File: config.mk
export PLATFORM = sky130hd
export DESIGN_NAME = wbs_accel_top
export DESIGN_NICKNAME = d
export VERILOG_FILES = /design/src/hdl/wbs_pkg.sv /design/src/hdl/stream_queue.sv /design/src/hdl/stream_accumulator.sv /design/src/hdl/wbs_stream_bridge.sv /design/src/hdl/wbs_accel_top.sv
export SDC_FILE = /design/constraint.sdc
export NUM_CORES = 1
export LEC_CHECK = 0
export ABC_AREA = 0
export BUFFER_PORTS_ARGS = -buffer_cell sky130_fd_sc_hd__buf_2
export CAP_MARGIN = 10
export CORE_MARGIN = 8
export CORE_UTILIZATION = 35
export DETAILED_ROUTE_END_ITERATION = 7
export GPL_ROUTABILITY_DRIVEN = 0
export PLACE_DENSITY = 0.54
export REMOVE_ABC_BUFFERS = 1
export SLEW_MARGIN = 30
export SYNTH_ARGS = -nofsm -noshare
export SYNTH_HDL_FRONTEND = slang
export SYNTH_HIERARCHICAL = 1
export SYNTH_SLANG_ARGS = --single-unit
File: constraint.sdc
create_clock -name clk -period 3.6 [get_ports clk]
set_clock_uncertainty 0.2 [all_clocks]
set_input_delay 0.36 -clock clk [delete_from_list [all_inputs] [get_ports clk]]
set_output_delay 0.36 -clock clk [all_outputs]
set_load 0.03 [all_outputs]
File: src/hdl/wbs_pkg.sv
// shared constants, address map and Wishbone bus structs
// for the streaming accumulator

`default_nettype none

package wbs_pkg;

  // bus and stream word
  typedef logic [31:0] word_t;

  //////////////////////////////////////////////////////////////////////
  // stream counts and queue sizing
  //////////////////////////////////////////////////////////////////////

  // channels are paired one to one at the top
  localparam int NUM_ISTREAM = 2;
  localparam int NUM_OSTREAM = 2;

  localparam int QUEUE_DEPTH = 2;

  //////////////////////////////////////////////////////////////////////
  // address map, one 8-byte slot per channel
  //////////////////////////////////////////////////////////////////////

  localparam word_t ISTREAM_BASE = 32'h3000_0000;
  localparam word_t OSTREAM_BASE = ISTREAM_BASE + 32'(NUM_ISTREAM * 8);

  localparam logic [2:0] SLOT_STATUS_OFS = 3'd0;
  localparam logic [2:0] SLOT_DATA_OFS   = 3'd4;

  // host request, sel is carried but not decoded
  typedef struct packed {
    word_t      adr;
    word_t      dat;
    logic [3:0] sel;
    logic       cyc;
    logic       stb;
    logic       we;
  } wb_req_t;

  typedef struct packed {
    logic  ack;
    word_t dat;
  } wb_rsp_t;

endpackage

`default_nettype wire

File: src/hdl/stream_queue.sv
// val/rdy FIFO of 32-bit words, circular buffer with depth parameter

`timescale 1ns/1ps
`default_nettype none

module stream_queue #(
  parameter int p_depth = 2
) (
  input  wire logic          clk,
  input  wire logic          reset_i,

  input  wire logic          enq_val_i,
  output logic               enq_rdy_o,
  input  wbs_pkg::word_t     enq_msg_i,

  output logic               deq_val_o,
  input  wire logic          deq_rdy_i,
  output wbs_pkg::word_t     deq_msg_o
);

  wbs_pkg::word_t                  mem [p_depth];
  logic [$clog2(p_depth)-1:0]      wr_ptr;
  logic [$clog2(p_depth)-1:0]      rd_ptr;
  logic [$clog2(p_depth+1)-1:0]    count;

  logic push;
  logic pop;

  // full exactly at p_depth entries, no bypass path
  assign enq_rdy_o = (count != p_depth);
  assign deq_val_o = (count != 0);
  assign deq_msg_o = mem[rd_ptr];

  assign push = enq_val_i && enq_rdy_o;
  assign pop  = deq_val_o && deq_rdy_i;

  // storage
  always_ff @(posedge clk) begin
    if (push) begin
      mem[wr_ptr] <= enq_msg_i;
    end
  end

  // pointers and occupancy
  always_ff @(posedge clk) begin
    if (reset_i) begin
      wr_ptr <= '0;
      rd_ptr <= '0;
      count  <= '0;
    end else begin
      if (push) begin
        if (int'(wr_ptr) == p_depth - 1) begin
          wr_ptr <= '0;
        end else begin
          wr_ptr <= wr_ptr + 1'b1;
        end
      end
      if (pop) begin
        if (int'(rd_ptr) == p_depth - 1) begin
          rd_ptr <= '0;
        end else begin
          rd_ptr <= rd_ptr + 1'b1;
        end
      end
      case ({push, pop})
        2'b10:   count <= count + 1'b1;
        2'b01:   count <= count - 1'b1;
        default: count <= count;
      endcase
    end
  end

endmodule

`default_nettype wire

File: src/hdl/stream_accumulator.sv
// running-sum stage, one registered output word per accepted input

`timescale 1ns/1ps
`default_nettype none

module stream_accumulator (
  input  wire logic          clk,
  input  wire logic          reset_i,

  input  wire logic          in_val_i,
  output logic               in_rdy_o,
  input  wbs_pkg::word_t     in_data_i,

  output logic               out_val_o,
  input  wire logic          out_rdy_i,
  output wbs_pkg::word_t     out_data_o
);

  wbs_pkg::word_t sum_q;
  logic           out_val_q;
  logic           accept;

  // take a new word when the output slot is free or draining now
  assign in_rdy_o = !out_val_q || out_rdy_i;
  assign accept   = in_val_i && in_rdy_o;

  // sum wraps modulo 2^32
  always_ff @(posedge clk) begin
    if (reset_i) begin
      sum_q <= '0;
    end else if (accept) begin
      sum_q <= sum_q + in_data_i;
    end
  end

  always_ff @(posedge clk) begin
    if (reset_i) begin
      out_val_q <= 1'b0;
    end else if (accept) begin
      out_val_q <= 1'b1;
    end else if (out_rdy_i) begin
      out_val_q <= 1'b0;
    end
  end

  assign out_val_o  = out_val_q;
  // output word is the sum after the latest accepted input
  assign out_data_o = sum_q;

endmodule

`default_nettype wire

File: src/hdl/wbs_stream_bridge.sv
// Wishbone slave bridge: address decode, input and output stream
// queues per channel, read-data mux

`timescale 1ns/1ps
`default_nettype none

module wbs_stream_bridge (
  input  wire logic                          clk,
  input  wire logic                          reset_i,

  input  wbs_pkg::wb_req_t                   wb_req_i,
  output wbs_pkg::wb_rsp_t                   wb_rsp_o,

  // towards the accumulators
  output logic [wbs_pkg::NUM_ISTREAM-1:0]    istream_val_o,
  input  wire logic [wbs_pkg::NUM_ISTREAM-1:0] istream_rdy_i,
  output wbs_pkg::word_t                     istream_data_o [wbs_pkg::NUM_ISTREAM],

  // back from the accumulators
  input  wire logic [wbs_pkg::NUM_OSTREAM-1:0] ostream_val_i,
  output logic [wbs_pkg::NUM_OSTREAM-1:0]    ostream_rdy_o,
  input  wbs_pkg::word_t                     ostream_data_i [wbs_pkg::NUM_OSTREAM]
);

  ////////////////////////////////////////////////////////////////////
  // address decode
  ////////////////////////////////////////////////////////////////////

  logic           rd_xfer;
  logic           wr_xfer;
  logic           in_hit;
  logic           out_hit;
  logic           ofs_status;
  logic           ofs_data;
  wbs_pkg::word_t in_ofs;
  wbs_pkg::word_t out_ofs;

  logic [wbs_pkg::NUM_ISTREAM-1:0] in_sel;
  logic [wbs_pkg::NUM_OSTREAM-1:0] out_sel;

  assign rd_xfer = wb_req_i.cyc && wb_req_i.stb && !wb_req_i.we;
  assign wr_xfer = wb_req_i.cyc && wb_req_i.stb && wb_req_i.we;

  assign in_hit  = (wb_req_i.adr >= wbs_pkg::ISTREAM_BASE)
                && (wb_req_i.adr <  wbs_pkg::OSTREAM_BASE);
  assign out_hit = (wb_req_i.adr >= wbs_pkg::OSTREAM_BASE)
                && (wb_req_i.adr <  wbs_pkg::OSTREAM_BASE
                                    + 32'(wbs_pkg::NUM_OSTREAM * 8));

  // both bases are 8-byte aligned, so the low bits give the slot offset
  assign ofs_status = (wb_req_i.adr[2:0] == wbs_pkg::SLOT_STATUS_OFS);
  assign ofs_data   = (wb_req_i.adr[2:0] == wbs_pkg::SLOT_DATA_OFS);

  assign in_ofs  = wb_req_i.adr - wbs_pkg::ISTREAM_BASE;
  assign out_ofs = wb_req_i.adr - wbs_pkg::OSTREAM_BASE;

  ////////////////////////////////////////////////////////////////////
  // input queues, one push per data write
  ////////////////////////////////////////////////////////////////////

  logic [wbs_pkg::NUM_ISTREAM-1:0] in_push;
  logic [wbs_pkg::NUM_ISTREAM-1:0] in_space;

  for (genvar k = 0; k < wbs_pkg::NUM_ISTREAM; k++) begin : g_istream
    assign in_sel[k]  = in_hit && (in_ofs[31:3] == 29'(k));
    // write to a full queue is dropped by the queue itself
    assign in_push[k] = wr_xfer && in_sel[k] && ofs_data;

    stream_queue #(
      .p_depth (wbs_pkg::QUEUE_DEPTH)
    ) u_iqueue (
      .clk       (clk),
      .reset_i   (reset_i),
      .enq_val_i (in_push[k]),
      .enq_rdy_o (in_space[k]),
      .enq_msg_i (wb_req_i.dat),
      .deq_val_o (istream_val_o[k]),
      .deq_rdy_i (istream_rdy_i[k]),
      .deq_msg_o (istream_data_o[k])
    );
  end

  ////////////////////////////////////////////////////////////////////
  // output queues, one pop per data read
  ////////////////////////////////////////////////////////////////////

  logic [wbs_pkg::NUM_OSTREAM-1:0] out_pop;
  logic [wbs_pkg::NUM_OSTREAM-1:0] out_avail;
  wbs_pkg::word_t                  out_head [wbs_pkg::NUM_OSTREAM];

  for (genvar k = 0; k < wbs_pkg::NUM_OSTREAM; k++) begin : g_ostream
    assign out_sel[k] = out_hit && (out_ofs[31:3] == 29'(k));
    assign out_pop[k] = rd_xfer && out_sel[k] && ofs_data;

    stream_queue #(
      .p_depth (wbs_pkg::QUEUE_DEPTH)
    ) u_oqueue (
      .clk       (clk),
      .reset_i   (reset_i),
      .enq_val_i (ostream_val_i[k]),
      .enq_rdy_o (ostream_rdy_o[k]),
      .enq_msg_i (ostream_data_i[k]),
      .deq_val_o (out_avail[k]),
      .deq_rdy_i (out_pop[k]),
      .deq_msg_o (out_head[k])
    );
  end

  ////////////////////////////////////////////////////////////////////
  // response
  ////////////////////////////////////////////////////////////////////

  // zero for unmapped space and for input-data reads
  always_comb begin
    wb_rsp_o.dat = '0;
    if (rd_xfer) begin
      for (int k = 0; k < wbs_pkg::NUM_ISTREAM; k++) begin
        if (in_sel[k] && ofs_status) begin
          wb_rsp_o.dat = {31'b0, in_space[k]};
        end
      end
      for (int k = 0; k < wbs_pkg::NUM_OSTREAM; k++) begin
        if (out_sel[k] && ofs_status) begin
          wb_rsp_o.dat = {31'b0, out_avail[k]};
        end else if (out_sel[k] && ofs_data) begin
          wb_rsp_o.dat = out_head[k];
        end
      end
    end
  end

  // single-cycle transfers
  assign wb_rsp_o.ack = wb_req_i.cyc && wb_req_i.stb;

endmodule

`default_nettype wire

File: src/hdl/wbs_accel_top.sv
// accelerator top: Wishbone bridge plus one accumulator per channel

`timescale 1ns/1ps
`default_nettype none

module wbs_accel_top (
  input  wire logic          clk,
  input  wire logic          reset_i,
  input  wbs_pkg::wb_req_t   wb_req_i,
  output wbs_pkg::wb_rsp_t   wb_rsp_o
);

  // bridge to accumulator
  logic [wbs_pkg::NUM_ISTREAM-1:0] istream_val;
  logic [wbs_pkg::NUM_ISTREAM-1:0] istream_rdy;
  wbs_pkg::word_t                  istream_data [wbs_pkg::NUM_ISTREAM];

  // accumulator to bridge
  logic [wbs_pkg::NUM_OSTREAM-1:0] ostream_val;
  logic [wbs_pkg::NUM_OSTREAM-1:0] ostream_rdy;
  wbs_pkg::word_t                  ostream_data [wbs_pkg::NUM_OSTREAM];

  wbs_stream_bridge u_bridge (
    .clk            (clk),
    .reset_i        (reset_i),
    .wb_req_i       (wb_req_i),
    .wb_rsp_o       (wb_rsp_o),
    .istream_val_o  (istream_val),
    .istream_rdy_i  (istream_rdy),
    .istream_data_o (istream_data),
    .ostream_val_i  (ostream_val),
    .ostream_rdy_o  (ostream_rdy),
    .ostream_data_i (ostream_data)
  );

  // channel k in feeds channel k out
  for (genvar k = 0; k < wbs_pkg::NUM_ISTREAM; k++) begin : g_accum
    stream_accumulator u_accum (
      .clk        (clk),
      .reset_i    (reset_i),
      .in_val_i   (istream_val[k]),
      .in_rdy_o   (istream_rdy[k]),
      .in_data_i  (istream_data[k]),
      .out_val_o  (ostream_val[k]),
      .out_rdy_i  (ostream_rdy[k]),
      .out_data_o (ostream_data[k])
    );
  end

endmodule

`default_nettype wire

# Yosys cells after proc, flatten, opt, wreduce, memory -nomap -nowiden
# Memories as Yosys holds them, arrays and structs flattened. A register that Yosys moved wholly into a read port is not among the register bits.
# Index checks and enable logic that the tools add are counted.
word_totals:
  register_bits: 82
  mem_bits_rw: 256
  in_bits: 73
  out_inout_bits: 33
  elab_cells: 147
  mem_count: 4
op_classes:
  add_sub_neg: 20
  n_lt_le_gt_ge: 4
  n_eq_ne: 15
  muxes: 39
  reduce_logical: 49
mem_list:
  columns: ["memory", "depth", "word_bits", "rd", "rd_clocked_by_memory_dff", "write_ports", "line_no", "text"]
  rows:
  - ["u_bridge.g_istream[0].u_iqueue.mem", 2, 32, 1, 1, 1, "stream_queue.sv:21", "wbs_pkg::word_t mem [p_depth];"]
  - ["u_bridge.g_istream[1].u_iqueue.mem", 2, 32, 1, 1, 1, "stream_queue.sv:21", null]
  - ["u_bridge.g_ostream[0].u_oqueue.mem", 2, 32, 1, 1, 1, "stream_queue.sv:21", null]
  - ["u_bridge.g_ostream[1].u_oqueue.mem", 2, 32, 1, 1, 1, "stream_queue.sv:21", null]
ops:
  columns: ["op", "count"]
  rows:
  - ["2-to-1 mux 32 bit", 5]
  - ["adder 32 bit", 2]
  - [">= comparator 32 x 30 -> 1 bit (second input constant)", 2]
  - ["less-than comparator 32 x 30 -> 1 bit (second input constant)", 2]
  - ["subtractor 32 x 30 -> 32 bit (second input constant)", 2]
  - ["== test 29 x 1 -> 1 bit (second input constant)", 2]
  - ["logical NOT 29 bit", 2]
  - ["logical AND 1 bit", 31]
  - ["2-to-1 mux 1 bit", 30]
  - ["nonzero test 2 bit", 10]
  - ["case mux 2 bit (2 select lines)", 4]
  - ["adder 1 bit (second input constant)", 8]
  - ["adder 2 x 1 -> 2 bit (second input constant)", 4]
  - ["== test 2 x 1 -> 1 bit (second input constant)", 4]
  - ["== test 2 bit (second input constant)", 4]
  - ["inequality test 2 bit (second input constant)", 4]
  - ["subtractor 2 x 1 -> 2 bit (second input constant)", 4]
  - ["== test 3 bit (second input constant)", 1]
  - ["logical NOT 1 bit", 3]
  - ["logical NOT 3 bit", 1]
  - ["logical OR 1 bit", 2]

# Depth between registers and ports, before layout
logic_depth:
  word_depth: 11
  ltp_mapped: 12
  mapped_depth_nobuf: 10

# Hierarchy
# The synthesis kept the hierarchy.
modules_own_cells:
  columns: ["module", "n_inst", "cells_per_inst", "area_each_um2", "seq_area_each_um2"]
  rows:
  - ["stream_queue", 4, 124, 2523.7, 2021.9]
  - ["stream_accumulator at g_accum[0].u_accum", 1, 397, 2950.3, 660.6]
  - ["stream_accumulator at g_accum[1].u_accum", 1, 395, 2905.3, 660.6]
  - ["wbs_stream_bridge", 1, 150, 1418.9, 0.0]

# Least setup slack after synthesis
# No wires, ideal clock.
synth_path:
  path_type: "reg2reg"
  start: "register with a tool-made name"
  end: "register g_accum[1].u_accum.sum_q[23]"
  setup_time_ns: 0.062
  arrival_ns: 3.049
  required_ns: 3.338
  slack_ns: 0.289
  path_stages_with_launch: 12
  n_path_buf: 2
  period_less_slack_ns: 3.311
  path_cell_list: "dfxtp_1 clkbuf_1 buf_2 mux2_2 ha_1 a21oi_1 a2111oi_4 nor2_2 o41ai_4 a21oi_2 or4_1 nand3_1"
synth_lines:
  columns: ["item", "line_no", "text"]
  rows:
  - ["to (signal assigned)", "stream_accumulator.sv:32", "sum_q <= sum_q + in_data_i;"]
  - ["to (decl)", "stream_accumulator.sv:19", "wbs_pkg::word_t sum_q;"]

==> reports/metrics.cfg <==
[power]
p_int_mw = 6.47
comb_power_share = 0.025
power_density_nw_per_um2 = 400
p_switching_mw = 1.67
clkPwrFrac = 0.459
leakagePower_nw = 7.29
ir_drop_v = 0.000357
p_seq_frac = 0.517
p_sw_frac = 0.205

[timing]
rsz0062_at_grt = false
finalCritPeriodShare = 0.947
hold_violations = 0
fmax_mhz = 293
fin_tns_setup_ns = 0
worst_slew_pin_slew_ns = 0.580
relSlewSlack = 0.613
min_period_ns = 3.41
setup_viol = 0
drv_slew = 0

[detailed_routing]
avgRoutedWirePerCell_um = 19.7
drc = 0
drt_first_pass_iters = 7
ant_nets = 0
vias = 12100
drt-vias-per-instance = 5.26
wl_um = 45200
drtIter0Drc = 905

[worst_setup_path]
required_ns = 3.82
r2r_end = g_accum[0].u_accum/out_data_o[28]$_SDFFE_PP0P_
startpoint_type = register
cp_max_fo = 20
reg2reg_depth = 11
critPathKind = register to register
rrSetupSlack_ns = 0.19
cp_data_arrival_time_ns = 3.63
cp-end-kind = register

[die]
dieArea_um2 = 57000
pin_count = 106
rows = 81
start_util = 0.355
die_h_um = 239
die_x_um = 239
core_area_um2 = 49000

[worst_hold_path]
holdCritStartpoint = reset_i
hold_class = input pin to register
hold_depth = 2
holdPathEnd = g_accum[0].u_accum/out_data_o[24]$_SDFFE_PP0P_

[layout]
nNetsFinal = 1738
regArea_um2 = 9410
syn2layout_area_growth_pct = 17.0
final_util = 0.415
layout-drive-gt1-share = 0.267
multi_input_area_um2 = 7520
fillers = 4652
final_area_um2 = 20300

[clocking]
cts_num_sinks = 342
worstSkewPairLatency_ns = 0.53
htreeDepth = 2
clockBufferDepth = 3
cts_tree = done
numCtsBuffers = 37
clockRootBuffer = clkbuf_16
clk_pin_slew_worst_paths_ns = 0.06

[synthesis]
synth_area_um2 = 17400
synthesis.instances = 1438
yosysMostFrequentCell = edfxtp_1
yosys_warnings = 6
yosys-top-cells-count = edfxtp_1 (256), mux2_2 (153), nand2_1 (138)
ys.flop_type = edfxtp_1
yosys_register_bits = 342
synth_top_area_frac = 0.443
ys_seq_area_frac = 0.542
synth_edf_count = 256
yosysUniqueCellTypes = 74
async_flop_share = 0
synthTopCellsByArea = edfxtp_1 (44%), mux2_2 (9.9%), dfxtp_1 (9.9%)
syn_area_per_cell_um2 = 12.1
synth_area_leader_cell = edfxtp_1

[global_route]
grt_pass1_wl_um = 68700
grt_max_degree = 33
grt_antenna_before_repair = 6
first_global_vias = 11800
grt_overflow = 0
grt_usage = 0.155

[run_status]
status = finished, final reports clean

[placement]
io_buffer_count = 101
dp_hpwl_um = 33700
post_dp_cell_area_um2 = 18800

[run]
drv_cap = 0

[layout by cell type, fill, tap and decap left out, types with 10 or more instances in the layout]
| cell | count |
|---|---|
| inv_1 | 32 |
| nor3_1 | 13 |
| dlygate4sd3_1 | 32 |
| or3_1 | 10 |
| nor4_2 | 30 |
| o21bai_1 | 11 |
| nand3_1 | 57 |
| a21o_1 | 13 |
| xnor2_1 | 26 |
| dfxtp_1 | 86 |
| edfxtp_1 | 256 |
| clkbuf_1 | 12 |
| o211ai_1 | 12 |
| nand4_1 | 23 |
| o21a_1 | 11 |
| ha_1 | 68 |
| buf_4 | 50 |
| clkbuf_16 | 39 |
| o21ai_0 | 53 |
| nand2_1 | 138 |
| nor2_1 | 66 |
| buf_2 | 101 |
| a21oi_1 | 125 |
| xor2_1 | 24 |
| mux2_2 | 153 |
[stage by stage]
step	total power, mW	instances	hold WS (ns)	setup WS (ns)
2_1_floorplan	4.34	1371	0.229	-0.0708
3_3_place_gp	4.45	2186	0.280	0.205
3_5_place_dp	4.46	2186	0.279	0.137
4_1_cts	8.25	2285	0.115	0.128
5_1_grt	8.40	2288	0.131	0.0136
6_report	8.14	2293	0.139	0.192
[logic make-up (layout without fill, tap and decap cells)]
| family | after synthesis | in the layout | synth area share |
|---|---|---|---|
| AOI/OAI and AO/OA | 301 | 301 | 0.112 |
| xor gates and xnor gates | 50 | 50 | 0.0252 |
| adders and majority gates | 70 | 70 | 0.0513 |
| buffers and inverters | 99 | 284 | 0.0272 |
| DFF | 342 | 342 | 0.542 |
| muxes | 165 | 165 | 0.107 |
| other | 0 | 6 | 0 |
| and+or+nand+nor | 411 | 411 | 0.135 |
[how the worst max path moves through the flow]
stage	start	endpoint	slack (ns)	cells after the start
floorplan	register	g_accum[1].u_accum/out_data_o[23]$_SDFFE_PP0P_	-0.07	9
global placement	register	g_accum[0].u_accum/out_data_o[23]$_SDFFE_PP0P_	0.21	10
detailed placement	register	g_accum[0].u_accum/out_data_o[23]$_SDFFE_PP0P_	0.14	10
CTS	register	g_accum[0].u_accum/out_data_o[23]$_SDFFE_PP0P_	0.13	10
global route	register	g_accum[1].u_accum/out_data_o[23]$_SDFFE_PP0P_	0.01	10
finish	register	g_accum[0].u_accum/out_data_o[28]$_SDFFE_PP0P_	0.19	11
[what timing repair did]
| item | CTS | global route |
|---|---|---|
| setup endpoints to repair | 0 | 9 |
| resized for setup | 0 | 7 |
| hold endpoints to repair | 128 | 0 |
| hold buffers | 32 | 0 |
| setup buffers | 0 | 2 |
[per-layer routing]
| metal | wire (um) | vias to the layer above | part of all wire | global-route usage |
|---|---|---|---|---|
| met5 | 22 | - | 0.00049 | 0 |
| met4 | 729 | 4 | 0.016 | 0.0344 |
| met3 | 3300 | 54 | 0.073 | 0.0377 |
| met2 | 20200 | 362 | 0.45 | 0.243 |
| met1 | 20900 | 5866 | 0.46 | 0.213 |
| li1 | - | 5774 | - | - |
[registers in the layout (all words and copies together), names as in the netlist, 4 cells and up, named ones only]
| name | cells |
|---|---|
| u_bridge/g_istream.u_iqueue/mem | 128 |
| u_bridge/g_ostream.u_oqueue/mem | 128 |
| g_accum.u_accum/out_data_o | 64 |
| u_bridge/g_istream.u_iqueue/count | 4 |
| u_bridge/g_ostream.u_oqueue/count | 4 |
[cell type report]
type	count	area share
inverter	32	0.00591
clock buffer	53	0.0516
multi-input combinational	997	0.370
timing repair buffer	185	0.0611
tap	664	0.0409
antenna	6	0.000739
sequential	342	0.463
clock inverter	14	0.00683
[power by group through the flow]
stage	clock (mW)	combinational [mW]	sequential (mW)
after floorplan	0	0.0462	4.29
after global placement	0	0.167	4.29
after detailed placement	0	0.170	4.29
after CTS	3.84	0.201	4.20
after global routing	3.98	0.214	4.20
final	3.73	0.201	4.20
[critical path, cell delays in order, from the launching register on]
cell and delay, ns:
dfxtp_1 0.36, buf_12 0.18, mux2_2 0.37, ha_1 0.41, nand2_1 0.20, o211ai_1 0.24, o211ai_1 0.19, a2111oi_2 0.37
buf_4 0.20, o21ai_0 0.14, a21o_1 0.19, a32o_1 0.24
(Power assumes the default switching activity.)
